File: src/common/z88_blink_pkg.sv
package z88_blink_pkg;

  // Blink I/O ports, low address byte
  typedef enum logic [7:0] {
    SR0      = 8'hD0,
    SR1      = 8'hD1,
    SR2      = 8'hD2,
    SR3      = 8'hD3,
    INT_CTL  = 8'hB0,
    STA      = 8'hB1,
    KBD      = 8'hB2,
    TACK_TMK = 8'hB4,  // Timer acknowledge on write
    TSTA     = 8'hB5   // Timer status on read, timer mask on write
  } io_port_e;

  localparam int INT_GINT = 0;
  localparam int INT_TIME = 1;

  localparam int TSTA_TICK = 0;
  localparam int TSTA_SEC  = 1;

  localparam int TICKS_PER_SEC = 200;

  // Set-2 break prefix
  localparam logic [7:0] PS2_BREAK = 8'hF0;

  typedef struct packed {
    logic [7:0] code;
    logic [2:0] row;
    logic [2:0] col;
  } key_entry_t;

  localparam int KEY_COUNT = 16;

  localparam key_entry_t KEY_MAP [KEY_COUNT] = '{
    '{8'h1C, 3'd5, 3'd4},  // A
    '{8'h32, 3'd1, 3'd5},  // B
    '{8'h21, 3'd3, 3'd5},  // C
    '{8'h23, 3'd3, 3'd4},  // D
    '{8'h24, 3'd3, 3'd3},  // E
    '{8'h2B, 3'd2, 3'd4},  // F
    '{8'h34, 3'd1, 3'd4},  // G
    '{8'h33, 3'd0, 3'd4},  // H
    '{8'h16, 3'd5, 3'd2},  // 1
    '{8'h1E, 3'd4, 3'd2},  // 2
    '{8'h26, 3'd3, 3'd2},  // 3
    '{8'h25, 3'd2, 3'd2},  // 4
    '{8'h29, 3'd5, 3'd1},  // Space
    '{8'h5A, 3'd0, 3'd1},  // Enter
    '{8'h12, 3'd6, 3'd6},  // Left shift
    '{8'h66, 3'd0, 3'd0}   // Backspace as delete
  };

  // Row r is read with A(8+r) low, bit clear while key held
  typedef logic [7:0][7:0] kbd_matrix_t;

endpackage

File: src/common/z88_bus_pkg.sv
package z88_bus_pkg;

  // One CPU bus cycle, qualifiers active high
  typedef struct packed {
    logic [15:0] addr;
    logic [7:0]  wdata;
    logic        mreq;
    logic        iorq;
    logic        rd;
    logic        wr;
  } cpu_bus_t;

  // Shared ROM/RAM side of slot 0
  typedef struct packed {
    logic [18:0] addr;      // Low part of the 22-bit bank address
    logic [7:0]  wdata;
    logic        rom_ce_n;
    logic        ram_ce_n;
    logic        oe_n;
    logic        we_n;
  } mem_bus_t;

  // Source of memory read data
  typedef enum logic [1:0] {
    SEL_FLOAT = 2'd0,
    SEL_ROM   = 2'd1,
    SEL_RAM   = 2'd2
  } mem_sel_e;

  localparam logic [7:0] BANK_ROM_LAST = 8'h1F;
  localparam logic [7:0] BANK_RAM_LAST = 8'h3F;  // Slots 1..3 from 0x40, 0x80, 0xC0

  localparam int SEG_BITS = 14;  // 16K segment

  localparam logic [7:0] FLOAT_DATA = 8'hFF;

endpackage
File: src/hw/z88_glue.sv
`timescale 1ns/1ns

module z88_glue #(
  parameter int TICK_CYCLES = 49152  // 5 ms at 9.8304 MHz
) (
  input  logic                  clk,
  input  logic                  rst_n,
  input  z88_bus_pkg::cpu_bus_t cpu,
  input  logic [7:0]            rom_rdata,
  input  logic [7:0]            ram_rdata,
  input  logic                  ps2_clk,
  input  logic                  ps2_dat,
  output logic [7:0]            cpu_rdata,
  output logic                  int_n,
  output z88_bus_pkg::mem_bus_t mem,
  output logic [2:0]            se_n
);

  logic [3:0][7:0]            seg_banks;
  logic [7:0]                 int_ctl;
  logic [1:0]                 tmk;
  logic [1:0]                 tack_pulse;
  logic [1:0]                 tsta;
  logic [7:0]                 io_rdata;
  z88_bus_pkg::mem_sel_e      mem_sel;
  z88_blink_pkg::kbd_matrix_t kbd;

  blink_regs i_regs (
    .clk        (clk),
    .rst_n      (rst_n),
    .cpu        (cpu),
    .kbd        (kbd),
    .tsta       (tsta),
    .seg_banks  (seg_banks),
    .int_ctl    (int_ctl),
    .tmk        (tmk),
    .tack_pulse (tack_pulse),
    .io_rdata   (io_rdata)
  );

  blink_decode i_decode (
    .cpu       (cpu),
    .seg_banks (seg_banks),
    .mem       (mem),
    .se_n      (se_n),
    .mem_sel   (mem_sel)
  );

  blink_timer #(
    .TICK_CYCLES (TICK_CYCLES)
  ) i_timer (
    .clk        (clk),
    .rst_n      (rst_n),
    .int_ctl    (int_ctl),
    .tmk        (tmk),
    .tack_pulse (tack_pulse),
    .tsta       (tsta),
    .int_n      (int_n)
  );

  ps2_keyboard i_ps2 (
    .clk     (clk),
    .rst_n   (rst_n),
    .ps2_clk (ps2_clk),
    .ps2_dat (ps2_dat),
    .kbd     (kbd)
  );

  // CPU read data
  always_comb begin
    if (cpu.iorq) begin
      cpu_rdata = io_rdata;
    end else if (cpu.mreq) begin
      case (mem_sel)
        z88_bus_pkg::SEL_ROM: cpu_rdata = rom_rdata;
        z88_bus_pkg::SEL_RAM: cpu_rdata = ram_rdata;
        default:              cpu_rdata = z88_bus_pkg::FLOAT_DATA;
      endcase
    end else begin
      cpu_rdata = z88_bus_pkg::FLOAT_DATA;  // Idle bus floats high
    end
  end

endmodule

File: src/hw/ps2_keyboard.sv
`timescale 1ns/1ns

module ps2_keyboard (
  input  logic                       clk,
  input  logic                       rst_n,
  input  logic                       ps2_clk,
  input  logic                       ps2_dat,
  output z88_blink_pkg::kbd_matrix_t kbd
);

  logic [2:0]  clk_sync;   // Two sync stages and the previous sample
  logic [1:0]  dat_sync;
  logic        clk_fall;
  logic [10:0] frame;      // Start in bit 0, stop in bit 10
  logic [3:0]  bit_cnt;
  logic        frame_vld;
  logic        frame_ok;
  logic [7:0]  code;
  logic        brk_armed;
  logic        key_hit;
  logic [2:0]  key_row;
  logic [2:0]  key_col;

  always_ff @(posedge clk) begin
    if (!rst_n) begin
      clk_sync <= '1;
      dat_sync <= '1;
    end else begin
      clk_sync <= {clk_sync[1:0], ps2_clk};
      dat_sync <= {dat_sync[0], ps2_dat};
    end
  end

  assign clk_fall = clk_sync[2] & ~clk_sync[1];

  always_ff @(posedge clk) begin
    if (clk_fall) begin
      frame <= {dat_sync[1], frame[10:1]};  // LSB first
    end
  end

  always_ff @(posedge clk) begin
    if (!rst_n) begin
      bit_cnt   <= '0;
      frame_vld <= 1'b0;
    end else begin
      frame_vld <= 1'b0;
      if (clk_fall) begin
        if (bit_cnt == 4'd10) begin
          bit_cnt   <= '0;
          frame_vld <= 1'b1;
        end else if (bit_cnt != 4'd0 || !dat_sync[1]) begin
          bit_cnt <= bit_cnt + 4'd1;  // Wait for a low start bit
        end
      end
    end
  end

  // Start low, stop high, odd parity over data and parity bit
  assign frame_ok = !frame[0] && frame[10] && (^frame[9:1]);
  assign code     = frame[8:1];

  always_comb begin
    key_hit = 1'b0;
    key_row = '0;
    key_col = '0;
    for (int i = 0; i < z88_blink_pkg::KEY_COUNT; i++) begin
      if (z88_blink_pkg::KEY_MAP[i].code == code) begin
        key_hit = 1'b1;
        key_row = z88_blink_pkg::KEY_MAP[i].row;
        key_col = z88_blink_pkg::KEY_MAP[i].col;
      end
    end
  end

  always_ff @(posedge clk) begin
    if (!rst_n) begin
      kbd       <= '1;
      brk_armed <= 1'b0;
    end else if (frame_vld && frame_ok) begin
      if (code == z88_blink_pkg::PS2_BREAK) begin
        brk_armed <= 1'b1;
      end else begin
        brk_armed <= 1'b0;  // Any other code consumes the prefix
        if (key_hit) begin
          kbd[key_row][key_col] <= brk_armed;  // 0 on make, 1 on release
        end
      end
    end
  end

endmodule

File: src/blink/blink_timer.sv
`timescale 1ns/1ns

module blink_timer #(
  parameter int TICK_CYCLES = 49152  // 5 ms at 9.8304 MHz
) (
  input  logic       clk,
  input  logic       rst_n,
  input  logic [7:0] int_ctl,
  input  logic [1:0] tmk,
  input  logic [1:0] tack_pulse,
  output logic [1:0] tsta,
  output logic       int_n
);

  logic [$clog2(TICK_CYCLES)-1:0] presc;
  logic [7:0]                     tick_cnt;  // Ticks within the current second
  logic                           tick;
  logic                           sec;

  assign tick = (presc == ($clog2(TICK_CYCLES))'(TICK_CYCLES - 1));
  assign sec  = tick && (tick_cnt == 8'(z88_blink_pkg::TICKS_PER_SEC - 1));

  always_ff @(posedge clk) begin
    if (!rst_n) begin
      presc    <= '0;
      tick_cnt <= '0;
    end else begin
      presc <= tick ? '0 : presc + 1'b1;
      if (sec) begin
        tick_cnt <= '0;
      end else if (tick) begin
        tick_cnt <= tick_cnt + 8'd1;
      end
    end
  end

  // A new event beats an acknowledge in the same cycle
  always_ff @(posedge clk) begin
    if (!rst_n) begin
      tsta <= '0;
    end else begin
      tsta[z88_blink_pkg::TSTA_TICK] <= tick |
        (tsta[z88_blink_pkg::TSTA_TICK] & ~tack_pulse[z88_blink_pkg::TSTA_TICK]);
      tsta[z88_blink_pkg::TSTA_SEC] <= sec |
        (tsta[z88_blink_pkg::TSTA_SEC] & ~tack_pulse[z88_blink_pkg::TSTA_SEC]);
    end
  end

  // Level interrupt, held until acknowledged or masked
  assign int_n = !(int_ctl[z88_blink_pkg::INT_GINT] && int_ctl[z88_blink_pkg::INT_TIME] &&
                   |(tsta & tmk));

endmodule

File: src/blink/blink_decode.sv
`timescale 1ns/1ns

module blink_decode (
  input  z88_bus_pkg::cpu_bus_t cpu,
  input  logic [3:0][7:0]       seg_banks,
  output z88_bus_pkg::mem_bus_t mem,
  output logic [2:0]            se_n,
  output z88_bus_pkg::mem_sel_e mem_sel
);

  logic [7:0]                       bank;
  logic [z88_bus_pkg::SEG_BITS-1:0] offset;
  logic [21:0]                      bank_addr;
  logic                             is_rom;
  logic                             is_ram;

  always_comb begin
    bank = seg_banks[cpu.addr[15:14]];
    if (cpu.addr[15:13] == 3'b000) begin
      bank = 8'h00;  // Lower 8K of segment 0 is always ROM bank 0
    end
  end

  assign offset    = cpu.addr[z88_bus_pkg::SEG_BITS-1:0];
  assign bank_addr = {bank, offset};

  assign is_rom = (bank <= z88_bus_pkg::BANK_ROM_LAST);
  assign is_ram = !is_rom && (bank <= z88_bus_pkg::BANK_RAM_LAST);

  // Strobes only during a memory cycle
  always_comb begin
    mem.addr     = bank_addr[18:0];
    mem.wdata    = cpu.wdata;
    mem.rom_ce_n = !(cpu.mreq && is_rom);
    mem.ram_ce_n = !(cpu.mreq && is_ram);
    mem.oe_n     = !(cpu.mreq && cpu.rd);
    mem.we_n     = !(cpu.mreq && cpu.wr && is_ram);  // ROM writes go nowhere
  end

  // Card slots by top two bank bits
  assign se_n[0] = !(cpu.mreq && bank[7:6] == 2'd1);
  assign se_n[1] = !(cpu.mreq && bank[7:6] == 2'd2);
  assign se_n[2] = !(cpu.mreq && bank[7:6] == 2'd3);

  always_comb begin
    if (!cpu.mreq) begin
      mem_sel = z88_bus_pkg::SEL_FLOAT;
    end else if (is_rom) begin
      mem_sel = z88_bus_pkg::SEL_ROM;
    end else if (is_ram) begin
      mem_sel = z88_bus_pkg::SEL_RAM;
    end else begin
      mem_sel = z88_bus_pkg::SEL_FLOAT;  // Slots read as floating bus
    end
  end

endmodule

File: src/blink/blink_regs.sv
`timescale 1ns/1ns

module blink_regs (
  input  logic                       clk,
  input  logic                       rst_n,
  input  z88_bus_pkg::cpu_bus_t      cpu,
  input  z88_blink_pkg::kbd_matrix_t kbd,
  input  logic [1:0]                 tsta,
  output logic [3:0][7:0]            seg_banks,
  output logic [7:0]                 int_ctl,
  output logic [1:0]                 tmk,
  output logic [1:0]                 tack_pulse,
  output logic [7:0]                 io_rdata
);

  z88_blink_pkg::io_port_e port;
  logic                    io_wr;
  logic [7:0]              kbd_cols;

  assign port  = z88_blink_pkg::io_port_e'(cpu.addr[7:0]);
  assign io_wr = cpu.iorq & cpu.wr;

  // Acknowledge mask, present for the write cycle only
  assign tack_pulse = (io_wr && port == z88_blink_pkg::TACK_TMK) ? cpu.wdata[1:0] : 2'b00;

  always_ff @(posedge clk) begin
    if (!rst_n) begin
      seg_banks <= '0;
      int_ctl   <= '0;
      tmk       <= '0;
    end else if (io_wr) begin
      case (port)
        z88_blink_pkg::SR0,
        z88_blink_pkg::SR1,
        z88_blink_pkg::SR2,
        z88_blink_pkg::SR3:     seg_banks[cpu.addr[1:0]] <= cpu.wdata;
        z88_blink_pkg::INT_CTL: int_ctl <= cpu.wdata;
        z88_blink_pkg::TSTA:    tmk <= cpu.wdata[1:0];  // B5 write is TMK
        default: ;
      endcase
    end
  end

  // AND of every row whose select line is low
  always_comb begin
    kbd_cols = 8'hFF;
    for (int r = 0; r < 8; r++) begin
      if (!cpu.addr[8 + r]) begin
        kbd_cols = kbd_cols & kbd[r];
      end
    end
  end

  always_comb begin
    case (port)
      z88_blink_pkg::SR0,
      z88_blink_pkg::SR1,
      z88_blink_pkg::SR2,
      z88_blink_pkg::SR3:  io_rdata = seg_banks[cpu.addr[1:0]];
      z88_blink_pkg::STA:  io_rdata = int_ctl;
      z88_blink_pkg::KBD:  io_rdata = kbd_cols;
      z88_blink_pkg::TSTA: io_rdata = {6'b000000, tsta};
      default:             io_rdata = z88_bus_pkg::FLOAT_DATA;
    endcase
  end

endmodule

File: config.mk
export PLATFORM = sky130hd
export DESIGN_NAME = z88_glue
export DESIGN_NICKNAME = d
export VERILOG_FILES = /design/src/common/z88_blink_pkg.sv /design/src/common/z88_bus_pkg.sv /design/src/hw/z88_glue.sv /design/src/hw/ps2_keyboard.sv /design/src/blink/blink_timer.sv /design/src/blink/blink_decode.sv /design/src/blink/blink_regs.sv
export SDC_FILE = /design/constraint.sdc
export NUM_CORES = 1
export LEC_CHECK = 0
export BUFFER_PORTS_ARGS = -buffer_cell sky130_fd_sc_hd__buf_4
export CORE_UTILIZATION = 33
export DETAILED_ROUTE_END_ITERATION = 12
export PLACE_DENSITY = 0.55
export SLEW_MARGIN = 0
export SYNTH_ARGS = -nofsm -noshare
export SYNTH_HDL_FRONTEND = slang
export SYNTH_SLANG_ARGS = --single-unit
File: constraint.sdc
create_clock -name clk -period 4.91 [get_ports clk]
set_clock_uncertainty 0.15 [all_clocks]
set_input_delay 0.491 -clock clk [delete_from_list [all_inputs] [get_ports clk]]
set_output_delay 0.491 -clock clk [all_outputs]
set_load 0.1 [all_outputs]
## Word-level counts from Yosys, hierarchy flattened

Cells that the tools add are included.

| cells by class | value |
|---|---|
| mux-type cells | 81 |
| magnitude comparators | 9 |
| bitwise operators | 19 |
| equality and inequality tests | 34 |
| reduce and logical (&&, ||, !) cells | 45 |
| $add $sub $neg | 3 |

Operators with widths:

| operator | number |
|---|---|
| 8-bit 2-to-1 mux | 15 |
| 3-bit 2-to-1 mux | 32 |
| 8-bit == test (second input constant) | 11 |
| 6-bit by 8-bit == test with 1-bit output (first input constant) | 10 |
| 64-bit bitwise mux | 1 |
| 8-bit AND | 7 |
| 8-bit binary-select mux with 2-bit select | 2 |
| 32-bit bitwise mux | 1 |
| 5-bit by 8-bit == test with 1-bit output (first input constant) | 4 |
| 8-bit case mux with 4 select lines | 1 |
| 8-bit demux with 3-bit select | 1 |
| 1-bit logical AND | 19 |
| 1-bit 2-to-1 mux | 19 |
| 16-bit by 1-bit adder with 16-bit output (second input constant) | 1 |
| 8-bit demux with 2-bit select | 1 |
| 16-bit == test (second input constant) | 1 |
| 7-bit by 8-bit == test with 1-bit output (first input constant) | 2 |
| 8-bit case mux with 2 select lines | 1 |
| 1-bit logical NOT | 11 |
| 2-bit AND reduction | 5 |
| 9-bit XOR reduction | 1 |
| 8-bit by 1-bit adder with 8-bit output (second input constant) | 1 |
| 8-bit by 5-bit <= comparator with 1-bit output (second input constant) | 1 |
| 8-bit by 6-bit <= comparator with 1-bit output (second input constant) | 1 |
| other kinds (22) | 42 |

| storage, ports and cells | value |
|---|---|
| output and inout bits | 43 |
| input port bits | 48 |
| logic and storage cells | 214 |
| bits in registers | 154 |

## Longest topological paths before layout

Gate-level depths: netlist (run 1).

| depth | value |
|---|---|
| word-level depth | 24 |
| mapped depth | 10 |
| depth with buffers taken out | 9 |

## Cells and area by module

From an unflattened synthesis (run 1), not the netlist that was laid out.

| unflattened totals | value |
|---|---|
| cell total of the unflattened synthesis | 826 |
| area total of the unflattened synthesis | 7932.6 um^2 |

By module, submodules not included:

| module | area each (um^2) | times used | seq. area each (um^2) | cells an instance |
|---|---|---|---|---|
| ps2_keyboard | 3513.4 | 1 | 1831.8 | 319 |
| blink_regs | 2444.8 | 1 | 840.8 | 271 |
| blink_timer | 1214.9 | 1 | 520.5 | 136 |
| blink_decode | 548.0 | 1 | 0.0 | 69 |
| z88_glue | 211.5 | 1 | 0.0 | 31 |

## Least setup slack after synthesis (run 1)

Ideal clock, no wire load.

| timing | value |
|---|---|
| kind | input to output |
| start | input port cpu[27] in the netlist's numbering |
| end | output port cpu_rdata[6] |
| data arrival time | 3.183 ns |
| slack | 1.086 ns |
| data required time | 4.269 ns |
| stages on the path | 5 |
| path buffers | 1 |
| cell sequence | clkbuf_1 mux4_2 mux2_1 nor4b_1 a31oi_1 |

| between the ends | value |
|---|---|
| word-level cells in the longest chain between the ends | 13 |
| elaborated cells on any way between the ends | 18 |
| those cells by class | 2 x order compare; 2 x eq/ne; 11 x mux; 3 x reduce/logical |

RTL lines:

| item | RTL line | RTL |
|---|---|---|
| from (decl) | z88_glue.sv:8 | `input z88_bus_pkg::cpu_bus_t cpu,` |
| 8-bit binary-select mux with 2-bit select | blink_decode.sv:18 | `bank = seg_banks[cpu.addr[15:14]];` |
| 8-bit 2-to-1 mux (not written as such) | blink_decode.sv:18 |  |
| 8-bit 2-to-1 mux | blink_decode.sv:19 | `if (cpu.addr[15:13] == 3'b000) begin` |
| 8-bit by 5-bit <= comparator with 1-bit output | blink_decode.sv:27 | `assign is_rom = (bank <= z88_bus_pkg::BANK_ROM_LAST);` |
| 1-bit logical NOT | blink_decode.sv:28 | `assign is_ram = !is_rom && (bank <= z88_bus_pkg::BANK_RAM_LAST);` |
| 1-bit logical AND | blink_decode.sv:28 |  |
| 2-bit 2-to-1 mux | blink_decode.sv:50 | `end else if (is_ram) begin` |
| 2-bit 2-to-1 mux | blink_decode.sv:48 | `end else if (is_rom) begin` |
| 2-bit 2-to-1 mux | blink_decode.sv:46 | `if (!cpu.mreq) begin` |
| 2-bit == test / 2-bit by 1-bit == test with 1-bit output (equally long branches) | z88_glue.sv:74 | `case (mem_sel)` |
| 8-bit case mux with 2 select lines | z88_glue.sv:74 |  |
| 8-bit 2-to-1 mux | z88_glue.sv:73 | `end else if (cpu.mreq) begin` |
| 8-bit 2-to-1 mux * | z88_glue.sv:71 | `if (cpu.iorq) begin` |
| to (decl) | z88_glue.sv:13 | `output logic [7:0] cpu_rdata,` |

Every way passes the cells marked *; elsewhere a longest branch is shown, timed or not. The select of a mux whose other input is x is not followed.

## Worst setup path in the final report (run 1)

| timing | value |
|---|---|
| start | input port cpu[15] in the netlist's numbering |
| end | output port cpu_rdata[2] |

| between the ends | value |
|---|---|
| word-level cells in the longest chain between the ends | 4 |
| elaborated cells on any way between the ends | 10 |
| those cells by class | 7 x eq/ne; 2 x mux; 1 x reduce/logical |

RTL lines:

| item | RTL line | RTL |
|---|---|---|
| 8-bit == test | blink_regs.sv:55 | `case (port)` |
| 4-bit OR reduction | blink_regs.sv:55 |  |
| 8-bit case mux with 4 select lines * | blink_regs.sv:55 |  |
| 8-bit 2-to-1 mux * | z88_glue.sv:71 |  |

Every way passes the cells marked *; elsewhere a longest branch is shown, timed or not.

==> reports/summary.txt, run 1 <==
status = complete, no violations
clk_lat worst skew = 0.42 ns
nature of the critical path startpoint = input pin
RSZ-0062 raised after global routing = false
# hold bufs at CTS = 0
Synth Cell Area = 0.00759 mm^2
postcts setup bufs = 0
CTS tree = yes
period utilisation layout = 68.8%
Leak = 0.00329 uW
Root Buffer = clkbuf_16
post_cts resized = 0
Nets = 912
clock-pin slew on the worst setup and hold paths = 0.06 ns
vias in the first global route = 5629
Cell variety after synth = 65
share of layout cells above drive strength 1 = 18.4%
Req. time, crit path = 4.27 ns
CP endpoint kind = primary output
antenna violations before repair = 0
final wirelength = 18800 um
ANT nets after route = 0
synthesized flop and latch total = 154
first-pass GRT wire length = 30700 um
r2r setup slk = 1.96 ns
top cell type's share of synthesized area = 37.7%
initial drt markers = 352
Routed WL per cell = 16.4 um
IO Count = 91
setup tns final = 0 ns
Cells after DPL = 1113
Worst Path Max Fanout = 19
Sink Count = 154
Die Span X = 154 um
total CTS buffers = 17
Initial Util = 33.6%
Slew headroom = 32.9%
Final Core Density = 39.4%
final hold vios = 0
Finished Layout Cells = 1145
Clock Tree Buf Depth = 2
simple-gate portion of the synthesized area = 25.2%
Mapped Cells = 800
post-synthesis adder-cell area fraction = 2.80%
total grt overflow = 0
DRT Pass-1 Iters = 5
final count of negative-setup-slack endpoints = 0
Worst VDD drop = 0.205 mV
Slew @ Worst Pin = 1.00 ns
syn avg cell area = 9.49 um^2
register area share after synthesis = 42.1%
critical setup path kind = input pin to primary output
synth top area cells = dfxtp_1 (38%), mux2i_1 (4.9%), nand2b_1 (4.9%)
IO Port Bufs = 90
Async SR Flop Fraction = 0%
f_max = 296 MHz
mux contribution to synthesized area = 9.92%
Synth warnings = 0
HPWL after DPL = 13000 um
post-route total power = 2860 uW
Final Max Slew Viols = 0
Power Density = 322 mW/mm^2
Die H = 154 um
Worst EP arrival = 2.74 ns
syn_nets = 865
largest family of logic cells by synthesized area = simple AND/OR/NAND/NOR gates
post-synthesis xor/xnor area fraction = 2.93%
synthesis-to-finish area growth = 17.1%
vias post-DR = 5837
antenna diode count = 0
RePlAce Congestion = 0.862
all-layer global routing usage = 16.6%
ys flop type = dfxtp_1
EDFF count, synth = 11
post-route minimum period = 3.38 ns
Synth Area in Compound Gates = 11.6%
row count = 55
Via density = 5.10
drt drc = 0
dominant cell type by area after synthesis = dfxtp_1
Max Cap Violations = 0
Die ar. = 0.0236 mm^2
Core Region = 0.0226 mm^2
H-tree Lvls = 4
largest net degree at the start of global routing = 68
HP Class = input pin to flop
[final timing paths]
kind	start	endpoint	cells after the start
setup / recovery	cpu[15]	cpu_rdata[2]	7
hold / removal	ps2_dat	i_ps2.dat_sync[0]$_SDFF_PN1_	2
setup reg to reg	i_ps2.frame[7]$_DFFE_PP_	i_ps2.kbd[26]$_SDFFE_PN1P_	8
hold reg to reg	i_ps2.clk_sync[0]$_SDFF_PN1_	i_ps2.clk_sync[1]$_SDFF_PN1_	1
[worst max-delay path, stage by stage]
cell	delay [ns]
buf_4	0.11
nand3b_4	0.16
nor4b_4	0.84
a21oi_1	0.33
a221oi_1	0.39
a31oi_1	0.16
buf_4	0.26
[per-stage QoR]
step	setup slack (ns)	hold WS, ns	instance area, um^2
2_1_floorplan	1.09	0.236	7590
3_3_place_gp	1.60	0.240	8290
3_5_place_dp	1.58	0.247	8290
4_1_cts	1.58	0.0815	8890
5_1_grt	1.31	0.0894	8890
6_report	1.53	0.0982	8890
[area by class of cell]
class,count,area (um^2)
multi-input combinational,567,3990
fill,2281,13700
timing repair buffer,94,706
clock buffer,17,425
sequential,154,3190
inverter,13,48.8
tap,285,357
clock inverter,15,174
[routing by layer]
layer | vias up | global-route usage, % | part of all wire, %
li1 | 2924 | - | -
met1 | 2820 | 22.2 | 48
met2 | 83 | 26.9 | 48
met3 | 10 | 4.26 | 3.1
met4 | 0 | 4.00 | 0.78
met5 | - | 0 | 0
[flip-flops by register name (all words and copies together) (netlist names)]
name,cells
i_timer.presc,16
i_ps2.frame,11
i_timer.tick_cnt,8
i_regs.tmk,2
i_timer.tsta,2
i_regs.seg_banks,32
i_ps2.clk_sync,3
i_regs.int_ctl,8
i_ps2.bit_cnt,4
i_ps2.kbd,64
i_ps2.dat_sync,2
i_ps2.frame_vld,1
i_ps2.brk_armed,1
[synth_stat cells (3+ instances only)]
library cell / count
ha_1: 17
a21boi_1: 18
buf_1: 3
mux2i_1: 37
buf_2: 8
nor3_1: 10
o21ai_0: 8
inv_1: 13
xor2_1: 7
nor2_1: 51
or3_1: 4
a31oi_1: 10
and2_1: 15
buf_4: 27
nand4_1: 17
o21ai_1: 7
nand2_1: 66
nor4_1: 5
nand3_1: 35
mux4_2: 16
o211ai_1: 6
and3_1: 9
a221oi_1: 6
a22oi_1: 5
a2111oi_0: 7
nor2b_1: 51
o22ai_1: 33
nand3b_1: 4
nand2b_1: 59
dfxtp_1: 143
a21oi_1: 11
xnor2_1: 14
or2_1: 3
edfxtp_1: 11
clkbuf_1: 26
[power by group]
part	internal, uW	total [uW]	switching [uW]
clock network	728	1330	598
logic	75.5	264	189
registers	1270	1270	4.57
[cells in the final DEF, fill, tap and decap left out, types with 3 or more instances in the layout]
master,instances
a2111oi_0,7
a21boi_1,18
a21oi_1,11
a221oi_1,6
a22oi_1,5
a31oi_1,10
and2_1,15
and3_1,9
buf_4,94
clkbuf_16,17
dfxtp_1,143
edfxtp_1,11
ha_1,17
inv_1,13
inv_6,5
inv_8,4
mux2i_1,37
mux4_2,16
nand2_1,66
nand2b_1,59
nand3_1,35
nand3b_1,4
nand4_1,17
nor2_1,51
nor2b_1,51
nor3_1,10
nor4_1,5
o211ai_1,6
o21ai_0,8
o21ai_1,7
o22ai_1,33
or2_1,3
or3_1,4
xnor2_1,14
xor2_1,7
[cell families (layout without fill, tap and decap cells)]
logic type | count (synthesis) | in the layout
XOR/XNOR | 23 | 23
AO/OA/AOI/OAI | 126 | 126
adder cells (fa/ha/maj) | 17 | 17
buffers and inverters | 79 | 139
AND/OR/NAND/NOR | 346 | 346
multiplexers | 55 | 55
flip-flops | 154 | 154
(Power assumes the default switching activity.)
==> inputs of run 2 (changes only) <==
==> constraint.sdc (replaced) <==
create_clock -name clk -period 3.5 [get_ports clk]
set_clock_uncertainty 0.15 [all_clocks]
set_input_delay 0.35 -clock clk [delete_from_list [all_inputs] [get_ports clk]]
set_output_delay 0.35 -clock clk [all_outputs]
set_load 0.1 [all_outputs]
==> run 2 against run 1 <==
  * Critical path type is now flop to primary output
  * Final cell count is 0.35% higher
  * Via count is 0.19% higher
  * Routed wire length decreased by 0.41%
  * Clock power increased by 39%
  * Setup slack worse by 1.2 ns
  * Sequential power grew 41%
  * Register-to-register slack worse by 1.3 ns
  * Clock-buffer cell count up 1
  * Critical path depth fell by 1
==> reports/summary.txt, run 2 (same netlist as run 1, synthesis figures left out) <==
Routed WL per cell = 16.3 um
Worst EP arrival = 2.71 ns
status = complete, no violations
HP Class = input pin to flop
clock-pin slew on the worst setup and hold paths = 0.07 ns
share of layout cells above drive strength 1 = 19.3%
drt drc = 0
largest net degree at the start of global routing = 62
first-pass GRT wire length = 29800 um
most frequent cells in the layout = dfxtp_1 (143), buf_4 (96), nand2_1 (66), nand2b_1 (59)
CP endpoint kind = primary output
vias post-DR = 5848
HPWL after DPL = 12800 um
nature of the critical path startpoint = flop
H-tree Lvls = 4
r2r setup slk = 0.63 ns
Final Core Density = 39.7%
Hold Slack = 0.0625 ns
final wirelength = 18700 um
IO Port Bufs = 90
post-route total power = 4010 uW
Clock Tree Buf Depth = 2
IO Count = 91
f_max = 312 MHz
Slew @ Worst Pin = 0.807 ns
row count = 55
CTS tree = yes
post-route minimum period = 3.21 ns
vias in the first global route = 5544
final hold vios = 0
commonest non-fill, non-tap cell in the layout = dfxtp_1
Power Density = 448 mW/mm^2
Sink Count = 154
clk_lat worst skew = 0.43 ns
Root Buffer = clkbuf_16
Leak = 0.00331 uW
Worst VDD drop = 0.275 mV
Core Region = 0.0226 mm^2
initial drt markers = 360
Final Max Slew Viols = 0
antenna violations before repair = 0
Via density = 5.09
Max Cap Violations = 0
Nets = 916
RePlAce Congestion = 0.792
antenna diode count = 0
Biggest register = i_ps2.kbd
postcts setup bufs = 0
synthesis-to-finish area growth = 18.0%
total grt overflow = 0
Worst Path Max Fanout = 10
all-layer global routing usage = 16.2%
Die Span X = 154 um
RSZ-0062 raised after global routing = false
period utilisation layout = 91.6%
Req. time, crit path = 3.00 ns
ANT nets after route = 0
Die ar. = 0.0236 mm^2
Die H = 154 um
# fillers = 2274
total CTS buffers = 17
Initial Util = 33.6%
DRT Pass-1 Iters = 5
Slew headroom = 46.2%
max FFs per register = 64
biggest regs = i_ps2.kbd x64, i_regs.seg_banks x32, i_timer.presc x16
setup tns final = 0 ns
critical setup path kind = flop to primary output
final count of negative-setup-slack endpoints = 0
## run 2: path summary, 6_finish.rpt
path / endpoint / depth (start not counted) / from
min: i_regs.seg_banks[8]$_SDFFE_PN0P_ / 3 / cpu[4]
max reg2reg: i_ps2.kbd[44]$_SDFFE_PN1P_ / 9 / i_ps2.frame[7]$_DFFE_PP_
min reg2reg: i_ps2.clk_sync[1]$_SDFF_PN1_ / 1 / i_ps2.clk_sync[0]$_SDFF_PN1_
max: cpu_rdata[4] / 6 / i_regs.seg_banks[30]$_SDFFE_PN0P_
## run 2: per-stage QoR
stage | instances | setup slack, ns | area, um^2
global placement | 1115 | 0.356 | 8350
floorplan | 800 | 0.0100 | 7640
detailed placement | 1115 | 0.370 | 8350
CTS | 1149 | 0.241 | 8960
finish | 1149 | 0.295 | 8960
global route | 1149 | 0.113 | 8960
## run 2: per-layer routing
layer	wire length (um)	up-vias	track usage (%)
met5	0	-	0
met4	309	0	6.00
met3	866	19	3.55
met2	8500	116	24.9
met1	9030	2779	22.1
li1	-	2934	-
## run 2: final cells by class
type	instances	area, um^2	area share (%)
Multi-Input combinational cell	567	4030	45.0
Sequential cell	154	3190	35.6
Timing Repair Buffer	98	741	8.27
Clock buffer	18	439	4.90
Tap cell	285	357	3.98
Clock inverter	14	148	1.65
Inverter	13	48.8	0.545
## run 2: power breakdown
group          internal, uW  total (uW)  leakage (uW)  switching (uW)
Sequential             1780        1790       0.00126            6.53
Clock                  1030        1850      0.000287             825
Combinational           109         376       0.00176             266
Total                  2920        4010       0.00331            1100
## run 2: worst max-delay path, cell delays in order (launching register included)
cell	delay [ns]
dfxtp_1	0.33
mux4_2	0.51
nor2_1	0.13
o21ai_1	0.22
a2111oi_0	0.70
a31oi_2	0.10
buf_4	0.27
## run 2: what timing repair did
action                    in CTS  in global routing
hold endpoints to repair       2                  0
resized for setup              0                  0
hold buffers                   2                  0
==> inputs of run 3 (changes only) <==
--- a/config.mk
+++ b/config.mk
@@ -5,7 +5,7 @@
 export SDC_FILE = /design/constraint.sdc
 export NUM_CORES = 1
 export LEC_CHECK = 0
-export BUFFER_PORTS_ARGS = -buffer_cell sky130_fd_sc_hd__buf_4
+export BUFFER_PORTS_ARGS = -buffer_cell sky130_fd_sc_hd__buf_2
 export CORE_UTILIZATION = 33
 export DETAILED_ROUTE_END_ITERATION = 12
 export PLACE_DENSITY = 0.55
==> run 3 against run 2 <==
  * Clock-buffer cell count fell by 1
  * Power fell by 2.3%
  * Critical path type unchanged
  * Combinational power fell by 6.1%
  * Non-clock buffer count rose by 4
  * Register-to-register slack got worse by 0.02 ns
  * Sequential cell count did not move
  * Final cell count rose by 0.35%
  * Routed wire length fell by 1.0%
  * First-iteration DRC count fell by 4.7%
  * Critical path depth did not move
  * Fmax fell by 2.4%
==> reports/summary.txt, run 3 (same netlist as run 1, synthesis figures left out) <==
status = complete, no violations
DRT Pass-1 Iters = 4
setup tns final = 0 ns
Root Buffer = clkbuf_16
Worst EP arrival = 2.78 ns
H-tree Lvls = 4
most frequent cells in the layout = dfxtp_1 (143), buf_2 (89), nand2_1 (66), nand2b_1 (59)
antenna violations before repair = 0
drt drc = 0
Clock Tree Buf Depth = 2
HP Class = input pin to flop
vias in the first global route = 5406
Initial Util = 33.6%
Slew headroom = 47.2%
Die ar. = 0.0236 mm^2
IO Count = 91
placed cell area = 0.00816 mm^2
max FFs per register = 64
RePlAce Congestion = 0.860
Core Region = 0.0226 mm^2
Max Cap Violations = 0
share of layout cells above drive strength 1 = 19.7%
worst r2r dst = i_ps2.kbd[1]$_SDFFE_PN1P_
largest net degree at the start of global routing = 61
commonest non-fill, non-tap cell in the layout = dfxtp_1
RSZ-0062 raised after global routing = false
clock-pin slew on the worst setup and hold paths = 0.07 ns
WHS Endpoint = i_regs.seg_banks[9]$_SDFFE_PN0P_
CTS tree = yes
Sink Count = 154
Routed WL per cell = 16.1 um
vias post-DR = 5855
all-layer global routing usage = 15.9%
post-route minimum period = 3.28 ns
CP endpoint kind = primary output
critical setup path kind = flop to primary output
Slew @ Worst Pin = 0.790 ns
final count of negative-setup-slack endpoints = 0
Leak = 0.00324 uW
final wirelength = 18500 um
reg-to-reg startpoint = i_ps2.frame[7]$_DFFE_PP_
Biggest register = i_ps2.kbd
Nets = 920
Hold Path Origin = cpu[5]
biggest regs = i_ps2.kbd x64, i_regs.seg_banks x32, i_timer.presc x16
antenna diode count = 0
f_max = 304 MHz
ANT nets after route = 0
row count = 55
IO Port Bufs = 90
HPWL after DPL = 13300 um
Die Span X = 154 um
Final Max Slew Viols = 0
total grt overflow = 0
post_cts resized = 0
fin area = 0.00875 mm^2
r2r setup slk = 0.61 ns
synthesis-to-finish area growth = 15.3%
initial drt markers = 343
period utilisation layout = 93.8%
WHS Path Cells = 3
post-route total power = 3920 uW
total CTS buffers = 17
clk_lat worst skew = 0.42 ns
first-pass GRT wire length = 29400 um
Power Density = 448 mW/mm^2
Req. time, crit path = 3.00 ns
Worst VDD drop = 0.257 mV
final hold vios = 0
nature of the critical path startpoint = flop
Worst Path Max Fanout = 10
Via density = 5.08
Worst Reg-to-Reg Cells = 9
Die H = 154 um
run 3: how the worst max path moves through the flow:
stage / from / cells after the start / to / slack [ns]
2_1_floorplan: cpu[27] / 5 / cpu_rdata[1] / 0.01
3_3_place_gp: cpu[26] / 7 / cpu_rdata[4] / 0.34
3_5_place_dp: cpu[26] / 7 / cpu_rdata[4] / 0.34
4_1_cts: i_regs.seg_banks[30]$_SDFFE_PN0P_ / 6 / cpu_rdata[4] / 0.15
5_1_grt: i_regs.seg_banks[30]$_SDFFE_PN0P_ / 6 / cpu_rdata[4] / 0.10
6_report: i_regs.seg_banks[31]$_SDFFE_PN0P_ / 6 / cpu_rdata[4] / 0.22
run 3: timing repair:
item,CTS,global route
hold buffers,2,0
endpoints found under the hold margin,2,0
setup buffers,0,0
run 3: cell type report:
type / instances / area (um^2)
Sequential cell: 154 / 3190
Timing Repair Buffer: 102 / 548
Tap cell: 285 / 357
Multi-Input combinational cell: 567 / 4030
Inverter: 13 / 48.8
Fill cell: 2261 / 13800
Clock inverter: 15 / 145
Clock buffer: 17 / 425
run 3: report_power, final:
part           internal, uW  total [uW]  switching (uW)
clock network           952        1780             831
registers              1780        1790            6.54
logic                  85.7         353             267
total                  2820        3920            1110
run 3: critical path, cell delays in order (launching register included):
cell and delay, ns:
dfxtp_1 0.34, mux4_2 0.52, nor2_1 0.11, o21ai_1 0.20
a2111oi_0 0.74, a31oi_2 0.10, buf_2 0.34
run 3: per-stage QoR:
| step | utilization, % | worst slack, ns | hold WS, ns | cells |
|---|---|---|---|---|
| after global routing | 38.8 | 0.102 | 0.0786 | 1153 |
| final | 38.8 | 0.216 | 0.0878 | 1153 |
| after global placement | 36.1 | 0.337 | 0.242 | 1119 |
| after CTS | 38.8 | 0.146 | 0.0784 | 1153 |
| after floorplan | - | 0.0100 | 0.236 | 800 |
| after detailed placement | 36.1 | 0.341 | 0.249 | 1119 |
run 3: layer usage:
metal / routed length, um / global-route usage, %
met1: 9340 / 22.4
met2: 8350 / 24.6
met3: 660 / 2.93
met4: 172 / 5.00
met5: 0 / 0
